File: src/source/rename_cfg.svh
////////////////////////////////////////////////////////////////////////////
// rename subsystem configuration
// register space sizes, commit width and retire queue depth
////////////////////////////////////////////////////////////////////////////
`ifndef RENAME_CFG_SVH
`define RENAME_CFG_SVH

// architectural register number width, 3 -> 8 registers
`define ARCH_REG_BITS 3

// physical register number width, 5 -> 32 registers
`define PHYS_REG_BITS 5

// max commits per cycle
`define COMMIT_WIDTH 2

// retire queue index width, 4 -> 16 entries
`define RETIRE_DEPTH_BITS 4

`endif

File: src/source/rename_pkg.sv
////////////////////////////////////////////////////////////////////////////
// rename subsystem types
// register numbers, commit counts and retire queue indices
////////////////////////////////////////////////////////////////////////////
`include "rename_cfg.svh"

package rename_pkg;

	// architectural register number
	typedef logic [`ARCH_REG_BITS-1:0] arch_reg_t;

	// physical register number
	typedef logic [`PHYS_REG_BITS-1:0] phys_reg_t;

	// commit count, 0 up to COMMIT_WIDTH
	typedef logic [1:0] commit_cnt_t;

	// retire queue pointer, wraps naturally at queue depth
	typedef logic [`RETIRE_DEPTH_BITS-1:0] rq_index_t;

endpackage

File: src/source/free_list_fifo.sv
////////////////////////////////////////////////////////////////////////////
// free list FIFO of physical register numbers
// preloaded at reset, one pop and up to COMMIT_WIDTH pushes per cycle
////////////////////////////////////////////////////////////////////////////
`timescale 1ns/1ps
`include "rename_cfg.svh"

module free_list_fifo import rename_pkg::*; (
	input  logic                     clk,
	input  logic                     reset,
	input  logic                     pop,
	input  logic [`COMMIT_WIDTH-1:0] push_en,
	input  phys_reg_t                push_phys [`COMMIT_WIDTH],
	output phys_reg_t                head_phys,
	output logic                     empty,
	output logic                     empty_next
);

	localparam int ARCH_NUM = 1 << `ARCH_REG_BITS;
	localparam int PHYS_NUM = 1 << `PHYS_REG_BITS;
	localparam int DEPTH    = PHYS_NUM + 1;        // one spare slot, ptrs never collide
	localparam int PTR_W    = `PHYS_REG_BITS + 1;
	localparam int PRELOAD  = PHYS_NUM - ARCH_NUM; // regs not mapped at reset

	typedef logic [PTR_W-1:0] ptr_t;

	phys_reg_t mem [DEPTH];
	ptr_t      rd_ptr;
	ptr_t      wr_ptr;
	ptr_t      count;       // entries held now
	ptr_t      count_next;  // entries after this cycle
	ptr_t      push_cnt;    // enabled push slots this cycle
	ptr_t      wr_idx [`COMMIT_WIDTH];
	logic      do_pop;

	// pointer add modulo DEPTH
	function automatic ptr_t wrap_add(input ptr_t base, input ptr_t inc);
		int sum;
		sum = int'(base) + int'(inc);
		if (sum >= DEPTH)
			sum -= DEPTH;
		return ptr_t'(sum);
	endfunction

	// each enabled slot lands after the enabled slots below it
	always_comb begin
		ptr_t ofs;
		ofs = '0;
		for (int i = 0; i < `COMMIT_WIDTH; i++) begin
			wr_idx[i] = wrap_add(wr_ptr, ofs);
			if (push_en[i])
				ofs = ofs + 1'b1; // compact, no holes
		end
		push_cnt = ofs;
	end

	assign empty      = (count == '0);
	assign do_pop     = pop & ~empty;     // pop on empty is dropped
	assign count_next = count - ptr_t'(do_pop) + push_cnt;
	assign empty_next = (count_next == '0);
	assign head_phys  = mem[rd_ptr];      // next free reg, valid when !empty

	always_ff @(posedge clk or posedge reset) begin
		if (reset) begin
			// free regs ARCH_NUM .. PHYS_NUM-1 ascending
			for (int i = 0; i < DEPTH; i++) begin
				mem[i] <= (i < PRELOAD) ? phys_reg_t'(i + ARCH_NUM) : '0;
			end
			rd_ptr <= '0;
			wr_ptr <= ptr_t'(PRELOAD);
			count  <= ptr_t'(PRELOAD);
		end else begin
			for (int i = 0; i < `COMMIT_WIDTH; i++) begin
				if (push_en[i])
					mem[wr_idx[i]] <= push_phys[i];
			end
			if (do_pop)
				rd_ptr <= wrap_add(rd_ptr, ptr_t'(1));
			wr_ptr <= wrap_add(wr_ptr, push_cnt);
			count  <= count_next;
		end
	end

endmodule

File: src/source/rename_map.sv
////////////////////////////////////////////////////////////////////////////
// rename stage
// map table, displaced register table, allocation and release
////////////////////////////////////////////////////////////////////////////
`timescale 1ns/1ps
`include "rename_cfg.svh"

module rename_map import rename_pkg::*; (
	input  logic                     clk,
	input  logic                     reset,
	input  logic                     inst_valid,
	input  logic                     dst_write,
	input  arch_reg_t                src1,
	input  arch_reg_t                src2,
	input  arch_reg_t                dst,
	input  logic [`COMMIT_WIDTH-1:0] commit_valid,
	input  logic [`COMMIT_WIDTH-1:0] commit_write,
	input  phys_reg_t                commit_phys [`COMMIT_WIDTH],
	input  logic                     queue_full,
	output logic                     rename_ready,
	output logic                     out_valid,
	output phys_reg_t                phys_src1,
	output phys_reg_t                phys_src2,
	output phys_reg_t                phys_dst,
	output logic                     alloc_write,
	output phys_reg_t                alloc_phys
);

	localparam int ARCH_NUM = 1 << `ARCH_REG_BITS;
	localparam int PHYS_NUM = 1 << `PHYS_REG_BITS;

	phys_reg_t             map_tbl [ARCH_NUM];   // speculative arch -> phys
	phys_reg_t             disp_phys [PHYS_NUM]; // reg displaced by each phys reg
	logic [PHYS_NUM-1:0]   disp_valid;           // displaced entry recorded

	phys_reg_t                fl_head;
	logic                     fl_empty;
	logic                     fl_empty_next;
	logic                     fl_pop;
	logic [`COMMIT_WIDTH-1:0] rel_en;            // release per commit slot
	phys_reg_t                rel_phys [`COMMIT_WIDTH];
	phys_reg_t                dst_next;          // phys_dst for this instruction

	free_list_fifo free_list_i (
		.clk        (clk),
		.reset      (reset),
		.pop        (fl_pop),
		.push_en    (rel_en),
		.push_phys  (rel_phys),
		.head_phys  (fl_head),
		.empty      (fl_empty),
		.empty_next (fl_empty_next)
	);

	// a write takes the free list head
	assign fl_pop      = inst_valid & dst_write & ~fl_empty;
	assign dst_next    = fl_pop ? fl_head : map_tbl[dst]; // no write keeps old mapping
	assign alloc_write = fl_pop;
	assign alloc_phys  = dst_next; // into retire queue entry

	// committed write frees the reg it displaced
	always_comb begin
		for (int i = 0; i < `COMMIT_WIDTH; i++) begin
			rel_en[i]   = commit_valid[i] & commit_write[i] & disp_valid[commit_phys[i]];
			rel_phys[i] = disp_phys[commit_phys[i]];
		end
	end

	always_ff @(posedge clk or posedge reset) begin
		if (reset) begin
			for (int i = 0; i < ARCH_NUM; i++) begin
				map_tbl[i] <= phys_reg_t'(i); // identity map
			end
			disp_valid <= '0;
		end else begin
			for (int i = 0; i < `COMMIT_WIDTH; i++) begin
				if (rel_en[i])
					disp_valid[commit_phys[i]] <= 1'b0;
			end
			// head reg is free, so never also a release target
			if (fl_pop) begin
				map_tbl[dst]        <= fl_head;
				disp_valid[fl_head] <= 1'b1;
			end
		end
	end

	// displaced reg recorded against the new one
	always_ff @(posedge clk) begin
		if (fl_pop)
			disp_phys[fl_head] <= map_tbl[dst];
	end

	// stage output register
	always_ff @(posedge clk or posedge reset) begin
		if (reset) begin
			out_valid    <= 1'b0;
			rename_ready <= 1'b1;
		end else begin
			out_valid    <= inst_valid;
			rename_ready <= ~fl_empty_next & ~queue_full; // state of next cycle
		end
	end

	// sources read before this instruction's own write
	always_ff @(posedge clk) begin
		if (inst_valid) begin
			phys_src1 <= map_tbl[src1];
			phys_src2 <= map_tbl[src2];
			phys_dst  <= dst_next;
		end
	end

endmodule

File: src/source/rename_top.sv
////////////////////////////////////////////////////////////////////////////
// register rename subsystem top
// rename stage with free list, plus in-order retire queue
////////////////////////////////////////////////////////////////////////////
`timescale 1ns/1ps
`include "rename_cfg.svh"

module rename_top import rename_pkg::*; (
	input  logic                     clk,
	input  logic                     reset,
	input  logic                     inst_valid,  // one-cycle strobe
	input  arch_reg_t                src1,
	input  arch_reg_t                src2,
	input  arch_reg_t                dst,
	input  logic                     dst_write,
	input  logic                     retire_req,  // one-cycle strobe
	input  commit_cnt_t              retire_count,
	output logic                     rename_ready,
	output logic                     out_valid,
	output phys_reg_t                phys_src1,
	output phys_reg_t                phys_src2,
	output phys_reg_t                phys_dst,
	output logic [`COMMIT_WIDTH-1:0] commit_valid,
	output logic [`COMMIT_WIDTH-1:0] commit_write,
	output phys_reg_t                commit_phys [`COMMIT_WIDTH]
);

	logic      queue_full;
	logic      alloc_write; // new entry is a write
	phys_reg_t alloc_phys;

	rename_map rename_i (
		.clk          (clk),
		.reset        (reset),
		.inst_valid   (inst_valid),
		.dst_write    (dst_write),
		.src1         (src1),
		.src2         (src2),
		.dst          (dst),
		.commit_valid (commit_valid),
		.commit_write (commit_write),
		.commit_phys  (commit_phys),
		.queue_full   (queue_full),
		.rename_ready (rename_ready),
		.out_valid    (out_valid),
		.phys_src1    (phys_src1),
		.phys_src2    (phys_src2),
		.phys_dst     (phys_dst),
		.alloc_write  (alloc_write),
		.alloc_phys   (alloc_phys)
	);

	// every strobed instruction takes a queue entry
	retire_queue retire_i (
		.clk          (clk),
		.reset        (reset),
		.accept       (inst_valid),
		.entry_write  (alloc_write),
		.entry_phys   (alloc_phys),
		.retire_req   (retire_req),
		.retire_count (retire_count),
		.commit_valid (commit_valid),
		.commit_write (commit_write),
		.commit_phys  (commit_phys),
		.full         (queue_full)
	);

endmodule

File: src/source/retire_queue.sv
////////////////////////////////////////////////////////////////////////////
// in-order retire queue
// holds renamed writes, drains up to COMMIT_WIDTH per retire request
////////////////////////////////////////////////////////////////////////////
`timescale 1ns/1ps
`include "rename_cfg.svh"

module retire_queue import rename_pkg::*; (
	input  logic                     clk,
	input  logic                     reset,
	input  logic                     accept,
	input  logic                     entry_write,
	input  phys_reg_t                entry_phys,
	input  logic                     retire_req,
	input  commit_cnt_t              retire_count,
	output logic [`COMMIT_WIDTH-1:0] commit_valid,
	output logic [`COMMIT_WIDTH-1:0] commit_write,
	output phys_reg_t                commit_phys [`COMMIT_WIDTH],
	output logic                     full
);

	localparam int DEPTH = 1 << `RETIRE_DEPTH_BITS;

	typedef logic [`RETIRE_DEPTH_BITS:0] occ_t; // 0 .. DEPTH

	logic [DEPTH-1:0] q_write;        // entry is a register write
	phys_reg_t        q_phys [DEPTH]; // allocated or current dst mapping
	rq_index_t        rd_ptr;         // oldest entry
	rq_index_t        wr_ptr;
	occ_t             count;
	occ_t             count_next;
	commit_cnt_t      n_ret;          // entries leaving this cycle
	logic             do_push;

	// min(retire_count, COMMIT_WIDTH, occupancy)
	always_comb begin
		commit_cnt_t lim;
		lim = (retire_count > commit_cnt_t'(`COMMIT_WIDTH)) ?
			commit_cnt_t'(`COMMIT_WIDTH) : retire_count;
		if (!retire_req)
			n_ret = '0;
		else if (count < occ_t'(lim))
			n_ret = commit_cnt_t'(count); // fewer than asked
		else
			n_ret = lim;
	end

	assign do_push    = accept & (count != occ_t'(DEPTH)); // drop when already full
	assign count_next = count + occ_t'(do_push) - occ_t'(n_ret);
	assign full       = (count_next == occ_t'(DEPTH));     // full as of next cycle

	always_ff @(posedge clk or posedge reset) begin
		if (reset) begin
			rd_ptr       <= '0;
			wr_ptr       <= '0;
			count        <= '0;
			commit_valid <= '0;
			commit_write <= '0;
		end else begin
			// slot 0 gets the oldest
			for (int i = 0; i < `COMMIT_WIDTH; i++) begin
				commit_valid[i] <= (commit_cnt_t'(i) < n_ret);
				commit_write[i] <= (commit_cnt_t'(i) < n_ret) &
					q_write[rd_ptr + rq_index_t'(i)];
			end
			if (do_push)
				wr_ptr <= wr_ptr + 1'b1;
			rd_ptr <= rd_ptr + rq_index_t'(n_ret);
			count  <= count_next;
		end
	end

	// entry storage and commit payload
	always_ff @(posedge clk) begin
		if (do_push) begin
			q_write[wr_ptr] <= entry_write;
			q_phys[wr_ptr]  <= entry_phys;
		end
		for (int i = 0; i < `COMMIT_WIDTH; i++) begin
			commit_phys[i] <= q_phys[rd_ptr + rq_index_t'(i)]; // qualified by commit_valid
		end
	end

endmodule

File: config.mk
export PLATFORM = sky130hd
export DESIGN_NAME = rename_top
export DESIGN_NICKNAME = d
export VERILOG_FILES = /design/src/source/rename_pkg.sv /design/src/source/free_list_fifo.sv /design/src/source/rename_map.sv /design/src/source/rename_top.sv /design/src/source/retire_queue.sv
export VERILOG_INCLUDE_DIRS = /design/src /design/src/source
export SDC_FILE = /design/constraint.sdc
export NUM_CORES = 1
export LEC_CHECK = 0
export BUFFER_PORTS_ARGS = -buffer_cell sky130_fd_sc_hd__buf_2
export CAP_MARGIN = 20
export CORE_ASPECT_RATIO = 1.2
export CORE_MARGIN = 2
export CORE_UTILIZATION = 50
export CTS_BUF_LIST = sky130_fd_sc_hd__clkbuf_4 sky130_fd_sc_hd__clkbuf_8 sky130_fd_sc_hd__clkbuf_16
export CTS_CLUSTER_DIAMETER = 150
export CTS_CLUSTER_SIZE = 20
export DETAILED_ROUTE_END_ITERATION = 7
export GPL_TIMING_DRIVEN = 0
export HOLD_SLACK_MARGIN = 0.12
export PLACE_DENSITY = 0.66
export SYNTH_ARGS = -nofsm -noshare
export SYNTH_HDL_FRONTEND = slang
export SYNTH_SLANG_ARGS = --single-unit
File: constraint.sdc
create_clock -name clk -period 23.9 [get_ports clk]
set_input_delay 2.39 -clock clk [delete_from_list [all_inputs] [get_ports clk]]
set_output_delay 2.39 -clock clk [all_outputs]
set_load 0.02 [all_outputs]
==> results.yml <==
status:
  outcome: "finished, final reports clean"
setup_path:
  reg2reg_from: "retire_i.commit_phys[6]"
  crit_chain: "clkbuf_1 > buf_2 > mux4_2 > a22oi_1 > a41o_1 > buf_2 > inv_1 > ha_1 > ha_1 > inv_1 > ha_1 > inv_1 > o21ai_1 > nor2b_1 > a21oi_2 > mux2i_1 > nand2_1 > nor3_2 > mux2i_1"
  worst-r2r-cell-count: 19
  slowest_stage: "nor3_2"
  reg2reg_slack_ns: 17.91
  crit_fanout: 10
  reg2reg_to: "rename_i.free_list_i.mem[11]"
  critPathLaunchType: "register"
  cp-end-kind: "register"
  crit_required_ns: 24.45
  cp_num_buf_inv: 6
  crit_family: "buffers and inverters"
  critical_path_class: "register to register"
  arrival_ns: 6.54
  cpPeakStageDelay_ns: 0.75
drt:
  post-route-drc-count: 0
  routed_wl_um: 83400
  vias: 19200
  vias_per_cell: 6.48
  wire_per_inst_um: 28.2
  dr.pass1.iters: 7
  drt-initial-drc-count: 1704
  antenna_left: 0
timing:
  period_minus_slack_ns: 5.99
  fmax_ghz: 0.167
  drv_slew: 0
  hold_viol_final: 0
  fin_crit_sh: 0.251
  tightestPinTransition_ns: 1.13
  slew_headroom: 0.224
  grt_setup_unrepaired: "false"
  setup_viol: 0
  tns_ns: 0
  setup_ws_ns: 17.91
  fin_skew_ns: 0.0299
logic_synthesis:
  synth_edf_count: 271
  synth-seq-cells: 555
  avgSynthCellArea_um2: 14.6
  yosys_warnings: 0
  syn_nets: 2104
  synth.area.top_cells: "edfxtp_1 (27%), mux4_2 (18%), dfrtp_1 (16%), mux2i_1 (12%), dfstp_2 (7.5%)"
  syn_area_um2: 30000
  synthCells: 2046
  ys_types: 84
  ys.flop_type: "edfxtp_1"
  yosysSeqAreaShare: 0.511
  async_reset_ff_frac: 0.494
  synth_top_area_share: 0.272
  yosys.area.top_type: "edfxtp_1"
clocking:
  cts.sinks: 555
  worstSkewPairLatency_ns: 0.63
  ctsHoldBuffers: 0
  post_cts_resized: 0
  cts_root_buffer: "clkbuf_16"
  cts-buffers-inserted: 31
  clk_pin_slew_worst_paths_ns: 0.10
  post_cts_buffers: 0
  clockBufferDepth: 3
  cts_max_level: 1
  cts_tree: "built"
finish:
  final_cell_area_um2: 32400
  drive_gt1_frac: 0.270
  layout_commonest_cell: "mux2i_1"
  diodes: 0
  final_core_util: 0.544
  final_cell_mix: "mux2i_1 (361), edfxtp_1 (271), mux4_2 (233), dfrtp_1 (189), nor2_1 (109)"
  fin_nets: 2196
  areaGrowthSynthToFinish_pct: 8.05
hold_path:
  hold_depth: 1
  min-delay-start: "rename_i.free_list_i.count[0]"
  hold_path_class: "register to register"
  whs_endpoint: "rename_i.free_list_i.count[0]"
grt:
  antenna_found_initial: 0
  grt_pass1_wl_um: 126000
  grt_pass1_vias: 20000
  grt_max_degree: 132
  gr-total-overflow: 0
  grt_util_all_layers: 0.274
power:
  power.leakage_uw: 0.0121
  power.density_nw_per_um2: 123
  peakVddDrop_mv: 0.101
  total_power_uw: 3990
floorplan:
  die_h_um: 272
  ioPinCount: 47
  start_util: 0.504
  die_x_um: 227
  rows: 98
  dieArea_um2: 61900
  core_um2: 59500
placement:
  place_area_um2: 31300
  pre_cts_ws_ns: 17.64
  portBuffers: 42
  gp_congestion: 0.935
  post-dp-hpwl_um: 61100
job:
  cap_violations: 0
routing by layer:
layer | part of all wire | wire [um] | vias up | GRT usage
met4 | 0.049 | 4120 | 0 | 0.121
li1 | - | - | 8168 | -
met5 | 0 | 0 | - | 0
met2 | 0.51 | 42500 | 796 | 0.475
met1 | 0.39 | 32400 | 10000 | 0.347
met3 | 0.053 | 4430 | 197 | 0.0293
kinds of logic after synthesis:
logic type,count (synthesis),synth area share
AO/OA/AOI/OAI,183,0.0428
XOR/XNOR,35,0.0112
adder cells (fa/ha/maj),42,0.0185
buffers and inverters,189,0.0254
flip-flops,555,0.511
multiplexers,654,0.318
AND/OR/NAND/NOR,388,0.0730
power by group:
group | internal, uW | total (uW) | switching (uW)
clock network | 274 | 592 | 318
registers | 1230 | 1350 | 120
logic | 739 | 2050 | 1310
cells in the mapped netlist, types with 11 or more instances:
library cell	number
mux2_2	59
inv_1	48
o21ai_0	46
o221ai_1	29
mux4_2	233
a21oi_1	23
buf_2	26
dfstp_2	85
edfxtp_1	271
nand3_1	26
a22oi_1	26
nand4_1	11
buf_1	26
mux2i_1	361
dfrtp_1	189
ha_1	38
nor2b_1	14
nor3_2	15
xnor2_1	22
nor3_1	18
nor2_1	109
clkbuf_1	86
nand2b_1	15
nand2_1	88
per-stage QoR:
| step | cells | hold WS (ns) |
|---|---|---|
| after floorplan | 2046 | 0.496 |
| after global placement | 2888 | 0.514 |
| after detailed placement | 2900 | 0.544 |
| final | 2962 | 0.567 |
| after CTS | 2957 | 0.568 |
| after global routing | 2962 | 0.586 |
area by class of cell:
cell class              count  area (um^2)
clock buffers              56          963
repair buffers             59          427
well taps                 800         1000
flip-flops and latches    555        15300
inverters                  48          188
fillers                  4891        27100
clock inverters             1         6.26
multi-input cells        1302        13900
plain buffers             141          581
state kept, by name (all words and copies together) (netlist names):
name,cells
rename_i.free_list_i.wr_ptr,6
rename_i.free_list_i.rd_ptr,6
retire_i.rd_ptr,4
retire_i.wr_ptr,4
rename_i.rename_ready,1
rename_i.phys_dst,5
rename_i.phys_src1,5
retire_i.commit_valid,2
rename_i.disp_valid,32
rename_i.free_list_i.count,6
retire_i.q_write,16
retire_i.commit_write,2
rename_i.phys_src2,5
rename_i.free_list_i.mem,165
retire_i.count,5
rename_i.out_valid,1
retire_i.q_phys,80
rename_i.map_tbl,40
rename_i.disp_phys,160
retire_i.commit_phys,10
worst max path at each step:
stage                                  from  cells after the start                           end  slack (ns)
floorplan                             reset                      1        rename_i.disp_valid[0]       14.10
global placement                      reset                      2  rename_i.free_list_i.mem[72]       10.66
detailed placement               inst_valid                     19         rename_i.rename_ready       17.64
CTS                 retire_i.commit_phys[6]                     19  rename_i.free_list_i.mem[34]       17.97
global route        retire_i.commit_phys[6]                     19  rename_i.free_list_i.mem[14]       17.62
finish              retire_i.commit_phys[6]                     19  rename_i.free_list_i.mem[11]       17.91
(Power assumes the default switching activity.)
